### src/hw/pcpu_bus_pkg.sv
// peripheral bus definitions
// address map, bus widths and decoded target regions of the
// request/ready bus behind the CPU
`default_nettype none

package pcpu_bus_pkg;

    localparam int ADDR_W = 32;
    localparam int DATA_W = 32;

    // region select uses address bits above this one
    localparam int REGION_LSB = 24;

    localparam logic [ADDR_W-1:0] RAM_BASE   = 32'h0000_0000;
    localparam logic [ADDR_W-1:0] GPIO_BASE  = 32'h9000_0000;
    localparam logic [ADDR_W-1:0] TIMER_BASE = 32'h9100_0000;
    localparam logic [ADDR_W-1:0] INT_BASE   = 32'h9200_0000;

    typedef enum logic [2:0] {
        REG_RAM,
        REG_GPIO,
        REG_TIMER,
        REG_INT,
        REG_NONE
    } region_t;

endpackage

`default_nettype wire

### src/hw/mem_bus_if.sv
// memory bus interface
// one request/ready bus, address, write data, strobes, read data, ready
`timescale 1ns/1ps
`default_nettype none

interface mem_bus_if;
    import pcpu_bus_pkg::*;

    logic [ADDR_W-1:0] a;
    logic [DATA_W-1:0] d;
    logic              we;
    logic              rd;
    logic [DATA_W-1:0] spo;
    logic              ready;

    // requester side
    modport master (
        output a, d, we, rd,
        input  spo, ready
    );

    // responder side
    modport slave (
        input  a, d, we, rd,
        output spo, ready
    );

endinterface

`default_nettype wire

### src/hw/mmapper.sv
// memory mapper
// decodes the master address into one of four targets, passes the
// word offset and strobes to that target and returns its response;
// unmapped or out-of-range accesses answer at once with zero and
// raise a fault pulse
`timescale 1ns/1ps
`default_nettype none

module mmapper #(
    parameter int RAM_DEPTH = 12
) (
    input  logic      clk,
    input  logic      rst_n,
    mem_bus_if.slave  cpu,
    mem_bus_if.master ram,
    mem_bus_if.master gpio,
    mem_bus_if.master tmr,
    mem_bus_if.master intc,
    output logic      fault
);
    import pcpu_bus_pkg::*;

    region_t           region;
    logic              req;
    logic [ADDR_W-1:0] word_off;

    assign req = cpu.we || cpu.rd;

    // ram is matched on every bit above its word index
    always_comb begin
        region = REG_NONE;
        if (cpu.a[ADDR_W-1:RAM_DEPTH+2] == RAM_BASE[ADDR_W-1:RAM_DEPTH+2]) begin
            region = REG_RAM;
        end else if (cpu.a[ADDR_W-1:REGION_LSB] == GPIO_BASE[ADDR_W-1:REGION_LSB]) begin
            region = REG_GPIO;
        end else if (cpu.a[ADDR_W-1:REGION_LSB] == TIMER_BASE[ADDR_W-1:REGION_LSB]) begin
            region = REG_TIMER;
        end else if (cpu.a[ADDR_W-1:REGION_LSB] == INT_BASE[ADDR_W-1:REGION_LSB]) begin
            region = REG_INT;
        end
    end

    always_comb begin
        word_off = '0;
        word_off[REGION_LSB-3:0] = cpu.a[REGION_LSB-1:2];
    end

    assign ram.a   = word_off;
    assign ram.d   = cpu.d;
    assign ram.we  = cpu.we && (region == REG_RAM);
    assign ram.rd  = cpu.rd && (region == REG_RAM);

    assign gpio.a  = word_off;
    assign gpio.d  = cpu.d;
    assign gpio.we = cpu.we && (region == REG_GPIO);
    assign gpio.rd = cpu.rd && (region == REG_GPIO);

    assign tmr.a   = word_off;
    assign tmr.d   = cpu.d;
    assign tmr.we  = cpu.we && (region == REG_TIMER);
    assign tmr.rd  = cpu.rd && (region == REG_TIMER);

    assign intc.a  = word_off;
    assign intc.d  = cpu.d;
    assign intc.we = cpu.we && (region == REG_INT);
    assign intc.rd = cpu.rd && (region == REG_INT);

    // response mux
    always_comb begin
        cpu.spo   = '0;
        cpu.ready = 1'b0;
        case (region)
            REG_RAM: begin
                cpu.spo   = ram.spo;
                cpu.ready = ram.ready;
            end
            REG_GPIO: begin
                cpu.spo   = gpio.spo;
                cpu.ready = gpio.ready;
            end
            REG_TIMER: begin
                cpu.spo   = tmr.spo;
                cpu.ready = tmr.ready;
            end
            REG_INT: begin
                cpu.spo   = intc.spo;
                cpu.ready = intc.ready;
            end
            default: begin
                // nobody home, finish the transfer right away
                cpu.ready = req;
            end
        endcase
    end

    assign fault = req && (region == REG_NONE);

    // a single strobe reaches a single target
    a_one_target: assert property (@(posedge clk) disable iff (!rst_n)
        $onehot0({ram.we, ram.rd, gpio.we, gpio.rd, tmr.we, tmr.rd, intc.we, intc.rd}));

endmodule

`default_nettype wire

### src/flat_wrapper.sv
// flat-port wrapper written by rule: the top's interface ports become plain ports
module mmapper_flat import pcpu_bus_pkg::*;
#(
    parameter int RAM_DEPTH = 12
)
  (clk, rst_n, fault, cpu_a, cpu_d, cpu_we, cpu_rd, cpu_spo, cpu_ready, ram_a, ram_d, ram_we, ram_rd, ram_spo, ram_ready, gpio_a, gpio_d, gpio_we, gpio_rd, gpio_spo, gpio_ready, tmr_a, tmr_d, tmr_we, tmr_rd, tmr_spo, tmr_ready, intc_a, intc_d, intc_we, intc_rd, intc_spo, intc_ready);
  mem_bus_if cpu_i ();
  mem_bus_if ram_i ();
  mem_bus_if gpio_i ();
  mem_bus_if tmr_i ();
  mem_bus_if intc_i ();
  input  logic clk;
  input  logic rst_n;
  output logic fault;
  input wire logic [$bits(cpu_i.a)-1:0] cpu_a;
  input wire logic [$bits(cpu_i.d)-1:0] cpu_d;
  input wire logic [$bits(cpu_i.we)-1:0] cpu_we;
  input wire logic [$bits(cpu_i.rd)-1:0] cpu_rd;
  output wire logic [$bits(cpu_i.spo)-1:0] cpu_spo;
  output wire logic [$bits(cpu_i.ready)-1:0] cpu_ready;
  output wire logic [$bits(ram_i.a)-1:0] ram_a;
  output wire logic [$bits(ram_i.d)-1:0] ram_d;
  output wire logic [$bits(ram_i.we)-1:0] ram_we;
  output wire logic [$bits(ram_i.rd)-1:0] ram_rd;
  input wire logic [$bits(ram_i.spo)-1:0] ram_spo;
  input wire logic [$bits(ram_i.ready)-1:0] ram_ready;
  output wire logic [$bits(gpio_i.a)-1:0] gpio_a;
  output wire logic [$bits(gpio_i.d)-1:0] gpio_d;
  output wire logic [$bits(gpio_i.we)-1:0] gpio_we;
  output wire logic [$bits(gpio_i.rd)-1:0] gpio_rd;
  input wire logic [$bits(gpio_i.spo)-1:0] gpio_spo;
  input wire logic [$bits(gpio_i.ready)-1:0] gpio_ready;
  output wire logic [$bits(tmr_i.a)-1:0] tmr_a;
  output wire logic [$bits(tmr_i.d)-1:0] tmr_d;
  output wire logic [$bits(tmr_i.we)-1:0] tmr_we;
  output wire logic [$bits(tmr_i.rd)-1:0] tmr_rd;
  input wire logic [$bits(tmr_i.spo)-1:0] tmr_spo;
  input wire logic [$bits(tmr_i.ready)-1:0] tmr_ready;
  output wire logic [$bits(intc_i.a)-1:0] intc_a;
  output wire logic [$bits(intc_i.d)-1:0] intc_d;
  output wire logic [$bits(intc_i.we)-1:0] intc_we;
  output wire logic [$bits(intc_i.rd)-1:0] intc_rd;
  input wire logic [$bits(intc_i.spo)-1:0] intc_spo;
  input wire logic [$bits(intc_i.ready)-1:0] intc_ready;
  assign cpu_i.a = cpu_a;
  assign cpu_i.d = cpu_d;
  assign cpu_i.we = cpu_we;
  assign cpu_i.rd = cpu_rd;
  assign cpu_spo = cpu_i.spo;
  assign cpu_ready = cpu_i.ready;
  assign ram_a = ram_i.a;
  assign ram_d = ram_i.d;
  assign ram_we = ram_i.we;
  assign ram_rd = ram_i.rd;
  assign ram_i.spo = ram_spo;
  assign ram_i.ready = ram_ready;
  assign gpio_a = gpio_i.a;
  assign gpio_d = gpio_i.d;
  assign gpio_we = gpio_i.we;
  assign gpio_rd = gpio_i.rd;
  assign gpio_i.spo = gpio_spo;
  assign gpio_i.ready = gpio_ready;
  assign tmr_a = tmr_i.a;
  assign tmr_d = tmr_i.d;
  assign tmr_we = tmr_i.we;
  assign tmr_rd = tmr_i.rd;
  assign tmr_i.spo = tmr_spo;
  assign tmr_i.ready = tmr_ready;
  assign intc_a = intc_i.a;
  assign intc_d = intc_i.d;
  assign intc_we = intc_i.we;
  assign intc_rd = intc_i.rd;
  assign intc_i.spo = intc_spo;
  assign intc_i.ready = intc_ready;
  mmapper #(.RAM_DEPTH(RAM_DEPTH)) u_core (.clk(clk), .rst_n(rst_n), .cpu(cpu_i), .ram(ram_i), .gpio(gpio_i), .tmr(tmr_i), .intc(intc_i), .fault(fault));
endmodule
### config.mk
export PLATFORM = sky130hd
export DESIGN_NAME = mmapper_flat
export DESIGN_NICKNAME = d
export VERILOG_FILES = /design/src/hw/pcpu_bus_pkg.sv /design/src/hw/mem_bus_if.sv /design/src/hw/mmapper.sv /design/src/flat_wrapper.sv
export SDC_FILE = /design/constraint.sdc
export NUM_CORES = 1
export LEC_CHECK = 0
export BUFFER_PORTS_ARGS = -buffer_cell sky130_fd_sc_hd__buf_4
export CORE_AREA = 5 5 189 191
export DETAILED_ROUTE_END_ITERATION = 8
export DIE_AREA = 0 0 194 196
export PLACE_DENSITY = 0.36
export RECOVER_POWER = 25
export SETUP_SLACK_MARGIN = 0.1
export SYNTH_ARGS = -nofsm -noshare
export SYNTH_HDL_FRONTEND = slang
export SYNTH_SLANG_ARGS = --single-unit
### constraint.sdc
create_clock -name vclk -period 3.8
set_input_delay 0.57 -clock vclk [all_inputs]
set_output_delay 0.57 -clock vclk [all_outputs]
set_load 0.01 [all_outputs]
; ---- After elaboration in Yosys (flattened, before gate mapping)
; Index checks and enable logic that the tools add are counted.
[word_totals]
regBits = 0
latchBits = 0
ramBits = 0
romBits = 0
in_bits = 200
out_inout_bits = 298
wordCells = 25
mem_count = 0
[op_classes]
n_addsub = 0
n_mul = 0
div_mod_pow = 0
order_cmp = 0
eq_ne = 7
shifts = 0
mux = 6
bitwise = 0
n_reduce_logical = 12
[op_table]
columns = cell, count
row1 = $pmux W32 S4, 1
row2 = $eq A8 B8 Y1 const B, 3
row3 = $logic_not A18 Y1, 1
row4 = $mux W3, 4
row5 = $logic_and A1 B1 Y1, 9
row6 = $eq A3 B2 Y1 const B, 2
row7 = $pmux W1 S4, 1
row8 = $eq A3 B1 Y1 const B, 1
row9 = $eq A3 B3 Y1 const B, 1
row10 = $logic_not A3 Y1, 1
row11 = $logic_or A1 B1 Y1, 1

; ---- Depth between registers and ports, before layout
; Gate-level depths: netlist of run 1.
[logic_depth]
depth_word = 7
mapped_depth = 6
ltp_nobuf = 4

; ---- Worst setup path before layout of run 1
; No wires, ideal clock.
[synth_path]
path_type = input to output
from = input port cpu_a[31]
to = output port cpu_spo[0]
arrival_ns = 1.637
slack_ns = 1.593
cell_stages = 6
n_path_buf = 2
path_cell_list = and2_4 and3_4 buf_6 and2_4 buf_6 a221o_1
[synth_via]
elab_chain_len = 7
[synth_lines]
columns = item, line
row1 = from (decl), flat_wrapper.sv:15  ; input wire logic [$bits(cpu_i.a)-1:0] cpu_a;
row2 = $eq A8 B8 Y1, mmapper.sv:38  ; end else if (cpu.a[ADDR_W-1:REGION_LSB] == INT_BASE[ADDR_W-1:REGION_LSB]) begin
row3 = $mux W3, mmapper.sv:38
row4 = $mux W3, mmapper.sv:36  ; end else if (cpu.a[ADDR_W-1:REGION_LSB] == TIMER_BASE[ADDR_W-1:REGION_LSB]) begin
row5 = $mux W3, mmapper.sv:34  ; end else if (cpu.a[ADDR_W-1:REGION_LSB] == GPIO_BASE[ADDR_W-1:REGION_LSB]) begin
row6 = $mux W3 *, mmapper.sv:32  ; if (cpu.a[ADDR_W-1:RAM_DEPTH+2] == RAM_BASE[ADDR_W-1:RAM_DEPTH+2]) begin
row7 = "$eq A3 B2 Y1, or another cell as far along", mmapper.sv:72  ; case (region)
row8 = $pmux W32 S4 *, mmapper.sv:72
row9 = to (decl), flat_wrapper.sv:19  ; output wire logic [$bits(cpu_i.spo)-1:0] cpu_spo;
; Every way passes the cells marked *; elsewhere a longest branch is shown, timed or not.

; ---- Worst setup path after layout of run 1
[layout_path]
from = input port cpu_a[23]
to = output port cpu_spo[6]
[layout_via]
elab_chain_len = 4
[layout_lines]
columns = item, line
row1 = $logic_not A18 Y1 *, mmapper.sv:32
row2 = $mux W3 *, mmapper.sv:32
row3 = "$eq A3 B2 Y1, or another cell as far along", mmapper.sv:72
row4 = $pmux W32 S4 *, mmapper.sv:72
; Marked as above.

==> results of run 1 <==
-- worst paths after layout --
check	start	slack [ps]	to	cells past startpoint
setup / recovery	cpu_a[23]	560	cpu_spo[6]	7
hold / removal	cpu_a[7]	1140	gpio_a[5]	0
-- per-layer routing --
layer | vias up | wire [µm] | GRT usage [%]
met3 | 67 | 1490 | 2.39
met4 | 0 | 569 | 2.29
li1 | 1121 | - | -
met2 | 226 | 6700 | 11.3
met1 | 1055 | 4870 | 6.81
met5 | - | 0 | 0
-- worst max-delay path, cell delays in order --
cell,delay (ps)
buf_4,130
nor4_1,670
nand3_1,260
nor2_4,470
buf_12,230
a221o_1,190
buf_4,130
-- cell type report --
cell class         instances  share of cell area (%)
multi-input cells        187                    33.5
well taps                455                    16.0
repair buffers           238                    50.5
inverters                  1                   0.105
-- cells in the final DEF, fill, tap and decap left out, types with 2 or more instances in the layout --
cell type / netlist / final
a221o_1: 20 / 20
a22o_1: 3 / 3
and2_1: 4 / 4
and2_4: 2 / 2
and3_1: 8 / 8
buf_4: 258 / 237
conb_1: 1 / 40
mux2i_1: 33 / 33
nand2_1: 14 / 14
nand3_1: 13 / 13
nor2_1: 24 / 24
nor2b_1: 2 / 2
nor3_2: 2 / 2
nor4_1: 3 / 3
o211ai_1: 9 / 9
o21ai_0: 5 / 5
-- logic make-up after synthesis --
family | count (synthesis) | share of synthesized area, %
other | 1 | 0.122
muxes | 33 | 10.8
and+or+nand+nor | 75 | 12.3
buffers and inverters | 272 | 66.0
AOI/OAI and AO/OA | 39 | 10.9
-- power by group --
group	switching (mW)	internal (mW)	total, mW
Clock	0	0	0
Sequential	0	0	0
Combinational	0.107	0.152	0.259
Total	0.107	0.152	0.259
==> impl_metrics.tcl, run 1 <==
set metrics [dict create \
    status "finished, final reports clean" \
    synth_top_area_share_pct 63.2 \
    area_delta_synth_final_pct 16.4 \
    multi_input_area_um2 1190 \
    drtIter0Drc 40 \
    dp_hpwl_um 11900 \
    power_density_nw_per_um2 72.6 \
    path_class "in2out" \
    synthTopCellsByCount "buf_4 (258), mux2i_1 (33), nor2_1 (24)" \
    synth.most_common_cell "buf_4" \
    fin_ws_ps 565 \
    wl_per_cell_um 15.5 \
    nFillCells 3964 \
    path_max_fanout 16 \
    leakage_nw 1.77 \
    nets 628 \
    drv_cap 0 \
    post_drt_via_cell_ratio 2.80 \
    num_vias 2469 \
    cts_hold_buf 0 \
    start_util_pct 9.03 \
    synth_area_leader_cell "buf_4" \
    fin_cells 881 \
    port_buffers 234 \
    postSynthCellCount 420 \
    dp.cells 881 \
    drive_above_1_share_pct 57.3 \
    crit_required_ps 3230 \
    endpoint_kind "output pin" \
    dieWidth_um 194 \
    grt_pass1_vias 2557 \
    firstDrtPassIters 4 \
    irDropWorstVdd_v 0.0000240 \
    post-cts-setup-buffers 0 \
    setup_violations 0 \
    gp_congestion 0.801 \
    dieArea_um2 38000 \
    dp_slack_ps 542 \
    relSlewSlack_pct 44.6 \
    hold_class "in2out" \
    grt_max_degree 21 \
    fin_area_um2 3570 \
    ioPinCount 498 \
    arrival_ps 2670 \
    rows 68 \
    placed_area_um2 3570 \
    ant_nets 0 \
    wl_um 13600 \
    yosysSeqAreaShare_pct 0 \
    fin_crit_ps 3240 \
    seq_cells 0 \
    hold_viol_final 0 \
    grt_setup_unrepaired "no" \
    fp.coreArea_um2 33900 \
    ys_warn_count 0 \
    avgSynthCellArea_um2 7.30 \
    grt_pass1_wl_um 18200 \
    timing.hold.ws_ps 1140 \
    ys_top_cells_by_area "buf_4 (63%), mux2i_1 (11%), a221o_1 (6.5%)" \
    overflow 0 \
    grt.total_usage_pct 6.32 \
    fin_crit_sh_pct 85.1 \
    n_clock_buffer 0 \
    max_freq_mhz 309 \
    worstSetupStartpointType "primary input" \
    power.total_mw 0.259 \
    diodes 0 \
    fin_setup_tns_ps 0 \
    cts_resized 0 \
    drc_errors 0 \
    grt_antenna_before_repair 0 \
    regArea_um2 0 \
    die_h_um 196 \
    synth_cell_types 25 \
    final_core_util_pct 10.5 \
    syn_area_um2 3060 \
    finalMaxSlewViolations 0 \
    max_slew.worst_pin.slew_ps 826 \
]
(Power assumes the default switching activity.)
==> inputs of run 2 (changes only) <==
- PLACE_DENSITY: 0.36 -> unset
- REMOVE_ABC_BUFFERS: unset -> 1
==> run 2 against run 1 <==
Effect of this change: sequential share of layout area did not move; via count rose by 14%; routed wire length rose by 90%; total power rose by 3.5%; critical path depth fell by 1; design area fell by 0.49%; first-iteration DRC count rose to 2.9 times the previous value; final cell count did not move; maximum frequency rose by 7.2%; critical endpoint is now cpu_spo[2].
==> impl_metrics.tcl, run 2 (synthesis results as in run 1) <==
set metrics [dict create \
    ioPinCount 498 \
    seq_cells 0 \
    gp_congestion 0.887 \
    power_density_nw_per_um2 75.5 \
    n_clock_buffer 0 \
    status "finished, final reports clean" \
    drc_errors 0 \
    area_delta_synth_final_pct 15.8 \
    max_freq_mhz 331 \
    nFillCells 3980 \
    grt.total_usage_pct 12.4 \
    overflow 0 \
    arrival_ps 2450 \
    fin_setup_tns_ps 0 \
    port_buffers 234 \
    grt_pass1_wl_um 31500 \
    drtIter0Drc 114 \
    path_class "in2out" \
    fp.coreArea_um2 33900 \
    fin_area_um2 3550 \
    final_cell_mix "buf_4 (238), conb_1 (40), mux2i_1 (33)" \
    cts_resized 0 \
    grt_pass1_vias 2877 \
    firstDrtPassIters 4 \
    diodes 0 \
    drv_cap 0 \
    grt_antenna_before_repair 2 \
    finalMaxSlewViolations 0 \
    grt_setup_unrepaired "no" \
    grtUsageMet1_pct 9.67 \
    hold_class "in2out" \
    irDropWorstVdd_v 0.0000259 \
    dp_hpwl_um 23300 \
    drive_above_1_share_pct 57.3 \
    cpMaxStageDelayCell "and3_1" \
    fin_crit_ps 3020 \
    worstSetupStartpointType "primary input" \
    fin_cells 881 \
    post_drt_via_cell_ratio 3.19 \
    num_vias 2809 \
    nets 628 \
    crit_required_ps 3230 \
    rows 68 \
    setup_violations 0 \
    wl_per_cell_um 29.4 \
    max_slew.worst_pin.slew_ps 742 \
    hold_viol_final 0 \
    placed_area_um2 3550 \
    path_cells "buf_4, nor4_1, and3_1, nand3_1, o211ai_1, buf_4" \
    regArea_um2 0 \
    ant_nets 0 \
    busiest_layer "met2" \
    start_util_pct 9.03 \
    dieWidth_um 194 \
    endpoint_kind "output pin" \
    path_max_fanout 12 \
    slowest_delay_ps 630 \
    cts_hold_buf 0 \
    fin_crit_sh_pct 79.4 \
    relSlewSlack_pct 50.2 \
    grt_util_met2_pct 20.3 \
    leakage_nw 1.77 \
    grt_max_degree 24 \
    grt_use_met3_pct 13.8 \
    dieArea_um2 38000 \
    crit_top_cell "buf_4" \
    dp.cells 881 \
    die_h_um 196 \
    wl_um 25900 \
    post-cts-setup-buffers 0 \
    final_common_cell "buf_4" \
]
run 2: cell counts in the layout (fill, tap and decap cells not counted):
Identical to the previous run, type by type.
run 2: worst paths after layout:
check | startpoint | end | slack, ps | depth (start not counted)
hold / removal | cpu_a[2] | intc_a[0] | 1140 | 0
setup / recovery | cpu_a[23] | cpu_spo[2] | 780 | 6
run 2: per-layer routing:
layer / routed length, µm / share of wire, % / vias to the layer above
met5: 398 / 1.5 / -
met4: 625 / 2.4 / 12
met3: 6130 / 24 / 29
met2: 11800 / 46 / 442
met1: 6890 / 27 / 1208
li1: - / - / 1118
run 2: power by group:
group | switching [mW] | internal, mW
combinational | 0.116 | 0.152
clock | 0 | 0
sequential | 0 | 0
total | 0.116 | 0.152
run 2: cell type report:
type	count	area (µm²)	area share, %
well taps	455	569	16.0
repair buffers	238	1790	50.4
inverters	1	3.75	0.106
multi-input cells	187	1190	33.5
run 2: metrics by stage:
stage                     utilization, %  worst slack, ps  power (mW)  hold WS [ps]
after global placement              10.5              839       0.265          1140
after CTS                           10.5              813       0.269          1140
after global routing                10.5              695       0.286          1140
after detailed placement            10.5              820       0.269          1140
final                               10.5              782       0.268          1140
after floorplan                        -             1440      0.0548          1140
run 2: worst max-delay path: cells and delay by family:
family	cells	cell delay, ps
buffers and inverters	2	320
AO/OA/AOI/OAI	1	180
AND/OR/NAND/NOR	3	1360
==> inputs of run 3 (changes only) <==
- CORE_AREA: 5 5 189 191 -> 5 5 188 190
- DIE_AREA: 0 0 194 196 -> 0 0 193 195
- clock period: 3.8 -> 2.45 ns (I/O delays scaled with it)
==> run 3 against run 2 <==
Effect of this change: die area decreased by 1.0%; global-route usage rose by 0.93 points; final cell count decreased by 0.23%; critical endpoint is now cpu_spo[4]; total power grew 55%; sequential cell count stayed put; largest cell class unchanged.
==> impl_metrics.tcl, run 3 (synthesis results as in run 1) <==
set metrics [dict create \
    rows 67 \
    setup_violations 0 \
    grt_antenna_before_repair 1 \
    regArea_um2 0 \
    cts_hold_buf 0 \
    relSlewSlack_pct 45.5 \
    timing.hold.ws_ps 735 \
    gp_congestion 0.757 \
    path_max_fanout 13 \
    arrival_ps 1840 \
    path_cells "buf_4, nor2b_1, o21ai_1, o211ai_1, buf_4" \
    dp.cells 879 \
    drc_errors 0 \
    final_common_cell "buf_4" \
    drive_above_1_share_pct 58.0 \
    status "finished, final reports clean" \
    diodes 0 \
    start_util_pct 9.21 \
    endpoint_kind "output pin" \
    grt_setup_unrepaired "no" \
    cp_top_family "compound AO/OA/AOI/OAI gates" \
    nFillCells 3906 \
    dieArea_um2 37600 \
    min_path_cells 0 \
    dieWidth_um 193 \
    max_freq_mhz 453 \
    ioPinCount 498 \
    finalMaxSlewViolations 0 \
    nets 633 \
    fin_crit_sh_pct 90.2 \
    ant_nets 0 \
    num_vias 2725 \
    grt_max_degree 24 \
    crit_top_cell "buf_4" \
    worstSetupStartpointType "primary input" \
    path_buf_inv 2 \
    fin_crit_ps 2210 \
    n_clock_buffer 0 \
    port_buffers 234 \
    cpMaxStageDelayCell "o21ai_1" \
    path_class "in2out" \
    cp.depth 5 \
    final_cell_mix "buf_4 (242), conb_1 (40), mux2i_1 (33)" \
    fp.coreArea_um2 33300 \
    wl_um 27500 \
    drv_cap 0 \
    hold_viol_final 0 \
    overflow 0 \
    slowest_delay_ps 660 \
    crit_required_ps 2080 \
    post_drt_via_cell_ratio 3.10 \
    firstDrtPassIters 4 \
    hold_class "in2out" \
    fin_cells 879 \
    drtIter0Drc 54 \
    max_slew.worst_pin.slew_ps 812 \
    die_h_um 195 \
    power_density_nw_per_um2 115 \
    leakage_nw 1.80 \
    wl_per_cell_um 31.3 \
    irDropWorstVdd_v 0.0000379 \
    seq_cells 0 \
    grt_pass1_wl_um 32600 \
    dp_hpwl_um 24900 \
    area_delta_synth_final_pct 17.4 \
    fin_setup_tns_ps 0 \
    grt.total_usage_pct 13.4 \
    grt_pass1_vias 2877 \
]
[run 3: final cells by class]
cell class                      count  area (µm²)  area share (%)
Timing Repair Buffer              243        1840            51.1
Inverter                            1        3.75           0.104
Tap cell                          448         561            15.6
Multi-Input combinational cell    187        1190            33.2
[run 3: repair_timing]
| action | in CTS | in global routing |
|---|---|---|
| endpoints found under the setup margin | 0 | 24 |
| setup buffers | 0 | 0 |
| gates resized for setup | 0 | 1 |
[run 3: metrics by stage]
| stage | instance area [µm²] | utilization (%) | power, mW | setup slack, ps |
|---|---|---|---|---|
| floorplan | 1190 | - | 0.0850 | 491 |
| global placement | 3590 | 10.8 | 0.412 | 134 |
| detailed placement | 3590 | 10.8 | 0.417 | 163 |
| CTS | 3590 | 10.8 | 0.418 | 163 |
| global route | 3600 | 10.8 | 0.448 | 101 |
| finish | 3600 | 10.8 | 0.415 | 241 |
[run 3: where the power goes]
group	internal, mW	switching, mW
clock network	0	0
logic	0.238	0.177
registers	0	0
[run 3: metal layers]
layer,vias up,GRT usage [%],wire (µm)
li1,1128,-,-
met1,1171,10.4,7180
met2,393,22.7,12800
met3,27,13.5,6470
met4,6,3.44,910
met5,-,3.05,101
[run 3: final timing paths]
| path | startpoint | endpoint | slack [ps] |
|---|---|---|---|
| max | cpu_a[25] | cpu_spo[4] | 240 |
| min | cpu_d[13] | gpio_d[13] | 740 |
