$ cat config.mk
export PLATFORM = sky130hd
export DESIGN_NAME = interrupt_unit_flat
export DESIGN_NICKNAME = d
export VERILOG_FILES = /design/src/hw/pcpu_bus_pkg.sv /design/src/hw/pcpu_irq_pkg.sv /design/src/hw/mem_bus_if.sv /design/src/hw/interrupt_unit.sv /design/src/flat_wrapper.sv
export SDC_FILE = /design/constraint.sdc
export NUM_CORES = 1
export LEC_CHECK = 0
export BUFFER_PORTS_ARGS = -buffer_cell sky130_fd_sc_hd__buf_2
export CAP_MARGIN = 20
export CORE_UTILIZATION = 30
export CTS_CLUSTER_DIAMETER = 200
export CTS_CLUSTER_SIZE = 14
export DETAILED_ROUTE_END_ITERATION = 10
export PLACE_DENSITY = 0.81
export SLEW_MARGIN = 20
export SYNTH_ARGS = -nofsm -noshare
export SYNTH_HDL_FRONTEND = slang
export SYNTH_SLANG_ARGS = --single-unit
$ cat constraint.sdc
create_clock -name clk -period 2.4 [get_ports clk]
set_input_delay 0.12 -clock clk [delete_from_list [all_inputs] [get_ports clk]]
set_output_delay 0.12 -clock clk [all_outputs]
set_load 0.02 [all_outputs]
$ cat src/hw/pcpu_bus_pkg.sv
// peripheral bus definitions
// address map, bus widths and decoded target regions of the
// request/ready bus behind the CPU
`default_nettype none

package pcpu_bus_pkg;

    localparam int ADDR_W = 32;
    localparam int DATA_W = 32;

    // region select uses address bits above this one
    localparam int REGION_LSB = 24;

    localparam logic [ADDR_W-1:0] RAM_BASE   = 32'h0000_0000;
    localparam logic [ADDR_W-1:0] GPIO_BASE  = 32'h9000_0000;
    localparam logic [ADDR_W-1:0] TIMER_BASE = 32'h9100_0000;
    localparam logic [ADDR_W-1:0] INT_BASE   = 32'h9200_0000;

    typedef enum logic [2:0] {
        REG_RAM,
        REG_GPIO,
        REG_TIMER,
        REG_INT,
        REG_NONE
    } region_t;

endpackage

`default_nettype wire

$ cat src/hw/pcpu_irq_pkg.sv
// interrupt definitions
// source bit positions and register word offsets of the interrupt unit
`default_nettype none

package pcpu_irq_pkg;

    typedef enum logic [1:0] {
        IRQ_TIMER = 2'd0,
        IRQ_GPIO  = 2'd1,
        IRQ_FAULT = 2'd2
    } irq_src_t;

    localparam int IRQ_NUM = 3;

    // word offsets inside the interrupt region
    localparam int INT_PENDING = 0;
    localparam int INT_ENABLE  = 1;

endpackage

`default_nettype wire

$ cat src/hw/mem_bus_if.sv
// memory bus interface
// one request/ready bus, address, write data, strobes, read data, ready
`timescale 1ns/1ps
`default_nettype none

interface mem_bus_if;
    import pcpu_bus_pkg::*;

    logic [ADDR_W-1:0] a;
    logic [DATA_W-1:0] d;
    logic              we;
    logic              rd;
    logic [DATA_W-1:0] spo;
    logic              ready;

    // requester side
    modport master (
        output a, d, we, rd,
        input  spo, ready
    );

    // responder side
    modport slave (
        input  a, d, we, rd,
        output spo, ready
    );

endinterface

`default_nettype wire

$ cat src/hw/interrupt_unit.sv
// interrupt unit
// collects timer, button and bus-fault pulses into pending bits,
// masks them with the enable register and drives one registered
// interrupt line toward the CPU
`timescale 1ns/1ps
`default_nettype none

module interrupt_unit (
    input  logic     clk,
    input  logic     rst_n,
    mem_bus_if.slave bus,
    input  logic     tick_irq,
    input  logic     btn_irq,
    input  logic     fault,
    output logic     irq
);
    import pcpu_bus_pkg::*;
    import pcpu_irq_pkg::*;

    logic [IRQ_NUM-1:0] pending;
    logic [IRQ_NUM-1:0] enable;
    logic [IRQ_NUM-1:0] src;
    logic [IRQ_NUM-1:0] clr;

    assign src[IRQ_TIMER] = tick_irq;
    assign src[IRQ_GPIO]  = btn_irq;
    assign src[IRQ_FAULT] = fault;

    // write one to clear
    assign clr = (bus.we && bus.a == INT_PENDING) ? bus.d[IRQ_NUM-1:0] : '0;

    always_ff @(posedge clk or negedge rst_n) begin
        if (!rst_n) begin
            pending <= '0;
            enable  <= '0;
            irq     <= 1'b0;
        end else begin
            // a new pulse wins over a clear
            pending <= (pending & ~clr) | src;
            if (bus.we && bus.a == INT_ENABLE) begin
                enable <= bus.d[IRQ_NUM-1:0];
            end
            irq <= |(pending & enable);
        end
    end

    always_comb begin
        bus.spo = '0;
        if (bus.a == INT_PENDING) begin
            bus.spo[IRQ_NUM-1:0] = pending;
        end else if (bus.a == INT_ENABLE) begin
            bus.spo[IRQ_NUM-1:0] = enable;
        end
    end

    assign bus.ready = bus.we || bus.rd;

endmodule

`default_nettype wire

$ cat src/flat_wrapper.sv
// flat-port wrapper written by rule: the top's interface ports become plain ports
module interrupt_unit_flat import pcpu_bus_pkg::*; import pcpu_irq_pkg::*;
  (clk, rst_n, tick_irq, btn_irq, fault, irq, bus_a, bus_d, bus_we, bus_rd, bus_spo, bus_ready);
  mem_bus_if bus_i ();
  input  logic clk;
  input  logic rst_n;
  input  logic tick_irq;
  input  logic btn_irq;
  input  logic fault;
  output logic irq;
  input wire logic [$bits(bus_i.a)-1:0] bus_a;
  input wire logic [$bits(bus_i.d)-1:0] bus_d;
  input wire logic [$bits(bus_i.we)-1:0] bus_we;
  input wire logic [$bits(bus_i.rd)-1:0] bus_rd;
  output wire logic [$bits(bus_i.spo)-1:0] bus_spo;
  output wire logic [$bits(bus_i.ready)-1:0] bus_ready;
  assign bus_i.a = bus_a;
  assign bus_i.d = bus_d;
  assign bus_i.we = bus_we;
  assign bus_i.rd = bus_rd;
  assign bus_spo = bus_i.spo;
  assign bus_ready = bus_i.ready;
  interrupt_unit u_core (.clk(clk), .rst_n(rst_n), .bus(bus_i), .tick_irq(tick_irq), .btn_irq(btn_irq), .fault(fault), .irq(irq));
endmodule
# Word-level counts from Yosys, hierarchy flattened
# Cells that the tools add are included.
# Widths: inputs -> output; s select.
[totals]
inputBits = 71
elab_cells = 16
regBits = 7
output_inout_bits = 34
[classes]
n_mux = 3
bitwise = 4
eq_ne = 1
n_reduce_logical = 5
[ops]
columns = ["operator", "count"]
rows = [
  ["$eq 32x1->1 const B", 1],
  ["$logic_not 32->1", 1],
  ["$mux 3", 3],
  ["$and 3x3->3", 2],
  ["$not 3->3", 1],
  ["$or 3x3->3", 1],
  ["$reduce_or 3->1", 1],
  ["$logic_and 1x1->1", 2],
  ["$logic_or 1x1->1", 1],
]

# Longest topological paths before layout
# Gate-level depths: netlist of the first run.
[depth]
ltp_word = 6
ltp_mapped = 4
ltp_nobuf = 4

# Worst setup path after synthesis of the first run
# Ideal clock, no wire load.
[synth_path]
path_type = "input -> register"
startpoint = "input bus_a[5]"
endpoint = "register u_core.enable[0]"
stages = 4
arrival_ns = 1.138
path_buffers = 0
required_ns = 2.272
setup_time_ns = 0.128
path_slack_ns = 1.134
path_cell_list = "nor4_1 nand4_1 nor3_2 mux2_1"
[synth_via]
elab_chain_len = 2
[synth_lines]
columns = ["element", "line_no", "text"]
rows = [
  ["start, declared", "flat_wrapper.sv:11", "input wire logic [$bits(bus_i.a)-1:0] bus_a;"],
  ["$eq 32x1->1", "interrupt_unit.sv:40", "if (bus.we && bus.a == INT_ENABLE) begin"],
  ["$logic_and 1x1->1", "interrupt_unit.sv:40", ""],
  ["end signal, assigned", "interrupt_unit.sv:41", "enable <= bus.d[IRQ_NUM-1:0];"],
  ["end, declared", "interrupt_unit.sv:21", "logic [IRQ_NUM-1:0] enable;"],
]
# Every way passes these cells.
# A chain may end at the register's enable or synchronous reset.

# Worst setup path in the final report of the first run
[layout_path]
startpoint = "input bus_a[14]"
endpoint = "output bus_spo[2]"
[layout_via]
elab_chain_len = 3
word_cells_on_any_way = 4
cone_classes = "eq/ne: 1; mux: 2; reduce/logical: 1"
[layout_lines]
columns = ["element", "line_no", "text"]
rows = [
  ["$eq 32x1->1", "interrupt_unit.sv:51", "end else if (bus.a == INT_ENABLE) begin"],
  ["$mux 3", "interrupt_unit.sv:51", ""],
  ["$mux 3 *", "interrupt_unit.sv:49", "if (bus.a == INT_PENDING) begin"],
  ["end, declared", "flat_wrapper.sv:15", "output wire logic [$bits(bus_i.spo)-1:0] bus_spo;"],
]
# Every way passes the cells marked *; elsewhere a longest branch is shown, timed or not.

==> results of run 1 <==
sequential cells by signal, summed over array words and instances, names as in the netlist:
name / cells
u_core.enable: 3
u_core.irq: 1
u_core.pending: 3
logic make-up (layout without fill, tap and decap cells):
group / after synthesis / in the layout / synth area share, %
DFF: 7 / 7 / 27.03
buffers and inverters: 34 / 55 / 36.49
muxes: 6 / 6 / 9.845
and+or+nand+nor: 22 / 22 / 20.46
AOI/OAI and AO/OA: 4 / 4 / 5.599
other: 1 / 29 / 0.5786
cells in the mapped netlist (2+ instances only):
| cell | count |
|---|---|
| buf_4 | 29 |
| nor2_1 | 7 |
| inv_1 | 4 |
| a41oi_1 | 3 |
| mux2_1 | 3 |
| mux2i_1 | 3 |
| nand4_1 | 2 |
| dfrtp_1 | 7 |
| nor4_1 | 5 |
| nor4_2 | 2 |
timing repair:
item | 4_1_cts | 5_1_grt
buffers inserted | 0 | 0
hold buffers | 1 | 0
gates resized for setup | 0 | 0
hold endpoints to repair | 7 | 0
critical path, stage by stage:
cell,delay [ns]
buf_2,0.10
nor4_2,0.27
nand4_1,0.21
or2_1,0.32
nor2_1,0.12
buf_2,0.17
routing by layer:
| metal | track usage (%) | up-vias |
|---|---|---|
| met5 | 0 | - |
| met4 | 6.373 | 0 |
| met3 | 2.830 | 0 |
| met2 | 24.41 | 42 |
| met1 | 12.26 | 264 |
| li1 | - | 296 |
area by class of cell:
type                       count  area share, %
tap                           27          4.060
inverter                       4          1.805
multi-input combinational     61          41.05
clock buffer                   4          3.158
timing repair buffer          47          28.87
sequential                     7          21.05
power groups by stage:
stage               Sequential [mW]  Clock [mW]  Combinational, mW
CTS                           0.118       0.108             0.0908
global placement              0.120           0             0.0876
finish                        0.118       0.106             0.0912
detailed placement            0.120           0             0.0894
global route                  0.118       0.122             0.0991
floorplan                     0.120           0             0.0870
worst paths after layout:
path	startpoint	slack, ns	to	depth (start not counted)
max	bus_a[14]	0.97	bus_spo[2]	6
min	bus_d[2]	0.08	u_core.pending[2]	2
max reg2reg	u_core.enable[1]	1.45	u_core.irq	2
min reg2reg	u_core.enable[2]	0.52	u_core.enable[2]	1
max in group asynchronous	rst_n	2.01	u_core.enable[0]	2
min in group asynchronous	rst_n	0.23	u_core.enable[1]	2
per-stage QoR:
stage               total power [mW]  hold slack [ns]  instances  instance area, sq um
global placement              0.2078         -0.04586        145                 795.8
detailed placement            0.2096         -0.04397        145                 795.8
finish                        0.3154          0.08418        150                 832.0
global route                  0.3390          0.07982        150                 832.0
CTS                           0.3166          0.08545        150                 832.0
floorplan                     0.2072          -0.1756        102                 753.2
==> impl_metrics.json, run 1 <==
{
  "status": "completed",
  "wl_um": 1409,
  "pwr_density_cell_mw_per_mm2": 379.1,
  "synth_area_leaders": "buf_4 (34%), dfrtp_1 (27%), mux2_1 (5.2%)",
  "clock-root-buffer": "clkbuf_4",
  "ir_worst_vdd_mv": 0.1379,
  "die_w_um": 48.48,
  "ys_ff_latch": 7,
  "grt.overflow.total": 0,
  "io_pins": 105,
  "period_share_pct": 59.65,
  "slew_viol_final": 0,
  "setup_slack_ns": 0.9685,
  "cts-buffers-inserted": 3,
  "p_leak_nw": 0.4726,
  "antenna_cells": 0,
  "num_rows": 16,
  "mostFrequentLayoutCells": "buf_2 (46), conb_1 (29), nor2_1 (7), dfrtp_1 (7), nor4_1 (5)",
  "portBuffers": 46,
  "yosys.area.top_type": "buf_4",
  "clockPowerShare_pct": 33.6,
  "htree_num_levels": 1,
  "final.min_clock_period_ns": 1.432,
  "vias_per_cell": 4.013,
  "fillers": 206,
  "wl_met2_um": 777,
  "drt_iter0_drc": 15,
  "grt_max_degree": 8,
  "dpl.hpwl_um": 1231,
  "avgSynthCellArea_sq_um": 8.758,
  "grt_pass1_wl_um": 2297,
  "critPathLaunchType": "input pin",
  "yosys.cell_types.count": 19,
  "hold_viol": 0,
  "synth_ff_type": "dfrtp_1",
  "synth_top_cell_area_share_pct": 33.59,
  "utilization_pct": 41.56,
  "p_sw_share_pct": 32.77,
  "grt_setup_unrepaired": "no",
  "fp.dieH_um": 48.48,
  "maxCapViolations": 0,
  "final_nets": 195,
  "cts_buffer_depth": 2,
  "wirelength_met1_um": 511,
  "tns_ns": 0,
  "yosys_warnings": 0,
  "arrival_ns": 1.31,
  "async_reset_ff_share_pct": 100.0,
  "dr.pass1.iters": 4,
  "cp_max_fo": 3,
  "wl_met3_um": 121,
  "detail_route.wl_per_cell_um": 9.393,
  "ant_nets": 0,
  "regArea_sq_um": 175.2,
  "core_sq_mm": 0.002002,
  "seqPwrFrac_pct": 37.5,
  "top_layer": "met3",
  "num_vias": 602,
  "intPower_mw": 0.2121,
  "dieArea_sq_mm": 0.002350,
  "gp_congestion": 0.8409,
  "antenna_found_initial": 0,
  "fmax_mhz": 698.6,
  "yosysSeqAreaShare_pct": 27.03,
  "critical_path_required_ns": 2.28,
  "final_common_cell": "buf_2",
  "comb_power_share_pct": 28.9,
  "cts_tree": "done",
  "crit_path_end_kind": "output port",
  "setup_viol": 0,
  "insertion_delay_ns": 0.25,
  "p_switching_mw": 0.1034,
  "hold_class": "input pin to flop",
  "synth_area_sq_um": 648.1,
  "syn_to_final_growth_pct": 28.38,
  "drive_gt1_share_pct": 43.09,
  "synth_cells": 74,
  "synth_edf_count": 0,
  "place_ws_ns": 0.8502,
  "multiInputGateArea_sq_um": 341.6,
  "clkSinkCount": 7,
  "clk_pin_slew_ns": 0.05,
  "final.setup_skew_ns": 0.002223,
  "drc": 0,
  "first_global_vias": 554,
  "path_class": "input pin to output port",
  "grt_util_all_layers_pct": 12.57,
  "floorplan.initialDensity_pct": 32.38
}
Note: power is estimated with default switching activity, not from simulation.
==> inputs of run 2 (changes only) <==
--- a/config.mk
+++ b/config.mk
@@ -7,11 +7,11 @@
 export LEC_CHECK = 0
 export BUFFER_PORTS_ARGS = -buffer_cell sky130_fd_sc_hd__buf_2
 export CAP_MARGIN = 20
-export CORE_UTILIZATION = 30
+export CORE_UTILIZATION = 28
 export CTS_CLUSTER_DIAMETER = 200
 export CTS_CLUSTER_SIZE = 14
 export DETAILED_ROUTE_END_ITERATION = 10
-export PLACE_DENSITY = 0.81
+export PLACE_DENSITY = 0.76
 export SLEW_MARGIN = 20
 export SYNTH_ARGS = -nofsm -noshare
 export SYNTH_HDL_FRONTEND = slang
==> constraint.sdc (replaced) <==
create_clock -name clk -period 1.4 [get_ports clk]
set_input_delay 0.07 -clock clk [delete_from_list [all_inputs] [get_ports clk]]
set_output_delay 0.07 -clock clk [all_outputs]
set_load 0.02 [all_outputs]
==> run 2 against run 1 <==
Compared with the run above: die area rose by 6.8%; combinational power is 79% higher; clock skew rose by 0.0015 ns; worst hold slack worse by 0.049 ns; power rose by 74%; register-to-register slack worse by 0.94 ns; first-iteration DRC count down 80%; critical path depth is 1 higher; via count grew 5.0%; count of clock-buffer cells in the layout unchanged; cell count increased by 2.7%; non-clock buffer count is 3 higher.
==> impl_metrics.json, run 2 (same netlist as run 1, synthesis figures left out) <==
{
  "status": "completed",
  "htree_num_levels": 1,
  "mostFrequentLayoutCells": "buf_2 (43), conb_1 (29), nor2_1 (7), dfrtp_1 (7), buf_4 (6)",
  "power_mw": 0.5481,
  "met2_usage_pct": 23.33,
  "num_rows": 17,
  "drc": 0,
  "fillers": 224,
  "first_global_vias": 548,
  "slew_viol_final": 0,
  "grt-busiest-layer": "met2",
  "ir_worst_vdd_mv": 0.2385,
  "vias_per_cell": 4.104,
  "final_common_cell": "buf_2",
  "drt_iter0_drc": 3,
  "final.min_clock_period_ns": 1.318,
  "path_delay_family": "simple AND/OR/NAND/NOR gates",
  "cp_common_cell": "buf_4",
  "place_ws_ns": -0.1003,
  "utilization_pct": 40.78,
  "tns_ns": 0,
  "critPathSlowestCell": "nor4_4",
  "crit_path_end_kind": "output port",
  "final.setup_skew_ns": 0.003697,
  "maxCapViolations": 0,
  "top_regs": "u_core.enable x3, u_core.pending x3, u_core.irq x1",
  "cts_tree": "done",
  "dpl.hpwl_um": 1231,
  "clkSinkCount": 7,
  "grt_util_all_layers_pct": 11.84,
  "clk_pin_slew_ns": 0.05,
  "setup_slack_ns": 0.08180,
  "startpoint": "bus_a[13]",
  "dr.pass1.iters": 4,
  "hold_viol": 0,
  "cp_num_buf_inv": 3,
  "hold_ws_ns": 0.03483,
  "die_w_um": 50.11,
  "drive_gt1_share_pct": 47.62,
  "cts-buffers-inserted": 3,
  "critPathLaunchType": "input pin",
  "critPathMaxStageDelay_ns": 0.26,
  "antenna_found_initial": 0,
  "fmax_mhz": 758.6,
  "crit_chain": "buf_2, nor4_4, nand4_1, buf_4, or2_4, nor2_1, buf_4",
  "ant_nets": 0,
  "antenna_cells": 0,
  "grt.overflow.total": 0,
  "cts_buffer_depth": 2,
  "fp.dieH_um": 50.11,
  "insertion_delay_ns": 0.25,
  "final_nets": 198,
  "critical_path_required_ns": 1.33,
  "period_share_pct": 94.16,
  "grt_max_degree": 8,
  "detail_route.wl_per_cell_um": 9.390,
  "portBuffers": 46,
  "num_vias": 632,
  "use_met3_pct": 4.630,
  "core_sq_mm": 0.002191,
  "gp_congestion": 0.7716,
  "grt_pass1_wl_um": 2249,
  "io_pins": 105,
  "path_class": "input pin to output port",
  "floorplan.initialDensity_pct": 29.58,
  "pwr_density_cell_mw_per_mm2": 613.6,
  "r2r_start": "u_core.enable[1]",
  "syn_to_final_growth_pct": 37.84,
  "arrival_ns": 1.25,
  "setup_viol": 0,
  "clock-root-buffer": "clkbuf_4",
  "met1_usage_pct": 9.870,
  "cp_max_fo": 3,
  "wl_um": 1446,
  "p_leak_nw": 0.4906,
  "hold_class": "input pin to flop",
  "dieArea_sq_mm": 0.002511,
  "hp-start": "bus_d[1]"
}
[run 2: cell types whose count changed in the layout (fill, tap and decap cells not counted), sizes merged]
cell	delta
buf	+3
[run 2: area by class of cell]
cell class                 instances  area, sq um  area share, %
clock buffer                       4        26.28          2.941
multi-input combinational         61        371.6          41.60
inverter                           4        15.01          1.681
timing repair buffer              50        270.3          30.25
sequential                         7        175.2          19.61
tap                               28        35.03          3.922
[run 2: worst paths after layout]
| kind | depth (start not counted) | slack [ns] | end |
|---|---|---|---|
| max in group asynchronous | 2 | 1.07 | u_core.pending[2] |
| max | 7 | 0.08 | bus_spo[0] |
| min reg2reg | 2 | 0.51 | u_core.irq |
| max reg2reg | 2 | 0.51 | u_core.irq |
| min | 2 | 0.03 | u_core.pending[1] |
| min in group asynchronous | 2 | 0.18 | u_core.pending[1] |
[run 2: what timing repair did]
action | 4_1_cts | 5_1_grt
resized for setup | 0 | 8
buffers inserted | 0 | 2
setup endpoints to repair | 0 | 4
hold endpoints to repair | 7 | 0
hold buffers | 1 | 0
[run 2: metrics by stage]
stage | cells | cell area (sq um)
5_1_grt | 154 | 893.4
4_1_cts | 152 | 840.8
3_5_place_dp | 147 | 804.5
2_1_floorplan | 102 | 753.2
3_3_place_gp | 147 | 804.5
6_report | 154 | 893.4
[run 2: power breakdown]
part           total (mW)  internal [mW]  switching (mW)
clock network       0.182          0.109          0.0733
registers           0.203          0.203  0.000000000739
logic               0.163         0.0543           0.109
[run 2: routing by layer]
layer  vias up  routed length [um]
met5         -                   0
met2        37                 823
met1       287                 477
met4         0                  29
li1        304                   -
met3         4                 116
==> inputs of run 3 (changes only) <==
--- a/config.mk
+++ b/config.mk
@@ -8,6 +8,7 @@
 export BUFFER_PORTS_ARGS = -buffer_cell sky130_fd_sc_hd__buf_2
 export CAP_MARGIN = 20
 export CORE_UTILIZATION = 28
+export CTS_BUF_LIST = sky130_fd_sc_hd__clkbuf_8 sky130_fd_sc_hd__clkbuf_16
 export CTS_CLUSTER_DIAMETER = 200
 export CTS_CLUSTER_SIZE = 14
 export DETAILED_ROUTE_END_ITERATION = 10
==> run 3 against run 2 <==
Compared with the run above: critical path type unchanged; critical endpoint unchanged; non-clock buffer count did not move; critical path depth unchanged; sequential share of layout area fell by 0.40 points; worst hold slack better by 0.030 ns; utilization rose by 0.86 points; sequential cell count unchanged; count of clock-buffer cells in the layout fell by 1; highest routed layer unchanged.
==> impl_metrics.json, run 3 (same netlist as run 1, synthesis figures left out) <==
{
  "p_leak_nw": 0.5026,
  "hold_ws_ns": 0.06458,
  "maxCapViolations": 0,
  "ant_nets": 0,
  "gp_congestion": 0.7716,
  "path_class": "input pin to output port",
  "status": "completed",
  "clock-root-buffer": "clkbuf_8",
  "grt_pass1_wl_um": 2249,
  "setup_slack_ns": 0.08210,
  "grt_util_all_layers_pct": 11.84,
  "dpl.hpwl_um": 1231,
  "period_share_pct": 94.14,
  "utilization_pct": 41.63,
  "insertion_delay_ns": 0.23,
  "core_sq_mm": 0.002191,
  "dr.pass1.iters": 4,
  "antenna_found_initial": 0,
  "placed_area_sq_um": 804.5,
  "r2r_end": "u_core.irq",
  "wl_um": 1463,
  "arrival_ns": 1.25,
  "drt_iter0_drc": 4,
  "cts_tree": "done",
  "power_mw": 0.6405,
  "floorplan.initialDensity_pct": 29.58,
  "hold_end": "u_core.pending[1]",
  "hold_class": "input pin to flop",
  "hold_viol": 0,
  "final_area_sq_um": 912.1,
  "regArea_sq_um": 175.2,
  "critPathLaunchType": "input pin",
  "io_pins": 105,
  "slew_viol_final": 0,
  "startpoint": "bus_a[13]",
  "pwr_density_cell_mw_per_mm2": 702.2,
  "die_w_um": 50.11,
  "hold_depth": 2,
  "dieArea_sq_mm": 0.002511,
  "final_common_cell": "buf_2",
  "fmax_mhz": 758.8,
  "tns_ns": 0,
  "htree_num_levels": 1,
  "r2r_slack_ns": 0.51,
  "crit_path_end_kind": "output port",
  "placed_cells": 147,
  "critical_path_required_ns": 1.33,
  "clk_pin_slew_ns": 0.04,
  "num_rows": 17,
  "cp_max_fo": 3,
  "hp-start": "bus_d[1]",
  "fillers": 224,
  "grt.overflow.total": 0,
  "final_nets": 198,
  "stdcell_count": 154,
  "antenna_cells": 0,
  "cts_buffer_depth": 2,
  "final.min_clock_period_ns": 1.318,
  "portBuffers": 46,
  "r2r_start": "u_core.enable[1]",
  "rr_worst_depth": 2,
  "place_ws_ns": -0.1003,
  "drive_gt1_share_pct": 47.62,
  "setup_viol": 0,
  "ir_worst_vdd_mv": 0.3292,
  "clkSinkCount": 7,
  "num_vias": 629,
  "first_global_vias": 548,
  "fp.dieH_um": 50.11,
  "vias_per_cell": 4.084,
  "drc": 0,
  "final.setup_skew_ns": 0.003491,
  "mostFrequentLayoutCells": "buf_2 (43), conb_1 (29), nor2_1 (7), dfrtp_1 (7), buf_4 (6)",
  "grt_max_degree": 8,
  "syn_to_final_growth_pct": 40.73,
  "detail_route.wl_per_cell_um": 9.500,
  "cts-buffers-inserted": 3,
  "multiInputGateArea_sq_um": 371.6,
  "top_regs": "u_core.enable x3, u_core.pending x3, u_core.irq x1"
}
run 3: cell count changes in the layout (fill, tap and decap cells not counted):
cell / delta
clkbuf_4: -3
clkbuf_1: -1
clkbuf_8: +3
inv_1: +1
run 3: what timing repair did:
item,4_1_cts,5_1_grt
buffers inserted,0,2
hold buffers,1,0
gates resized for setup,0,8
endpoints found under the setup margin,0,6
endpoints found under the hold margin,7,0
run 3: worst max-delay path by stage:
stage	endpoint	slack [ns]	depth (start not counted)
finish	bus_spo[0]	0.08	7
global placement	u_core.enable[0]	-0.05	5
global route	bus_spo[2]	-0.006	7
CTS	bus_spo[0]	0.01	7
detailed placement	u_core.enable[2]	-0.10	5
floorplan	u_core.enable[0]	0.18	4
run 3: power breakdown:
| group | leakage, nW | switching [mW] | total, mW | internal (mW) |
|---|---|---|---|---|
| clock | 0.0269 | 0.0841 | 0.273 | 0.189 |
| combinational | 0.394 | 0.110 | 0.164 | 0.0543 |
| sequential | 0.0822 | 0.000000000750 | 0.203 | 0.203 |
| total | 0.503 | 0.194 | 0.640 | 0.447 |
run 3: area by class of cell:
cell class,count,share of cell area [%]
tap,28,3.841
clock inverter,1,0.4115
inverter,4,1.646
timing repair buffer,50,29.63
clock buffer,3,4.527
multi-input combinational,61,40.74
sequential,7,19.20
run 3: critical path, cell delays in order:
cell and delay, ns:
buf_2 0.11, nor4_4 0.26, nand4_1 0.14, buf_4 0.17, or2_4 0.25, nor2_1 0.10
buf_4 0.14
run 3: routing by layer:
metal	global-route usage, %	share of wire [%]	up-vias
met5	0	0	-
met4	5.714	1.8	0
met3	4.630	8.2	5
met2	23.33	56	38
met1	9.870	34	282
li1	-	-	304
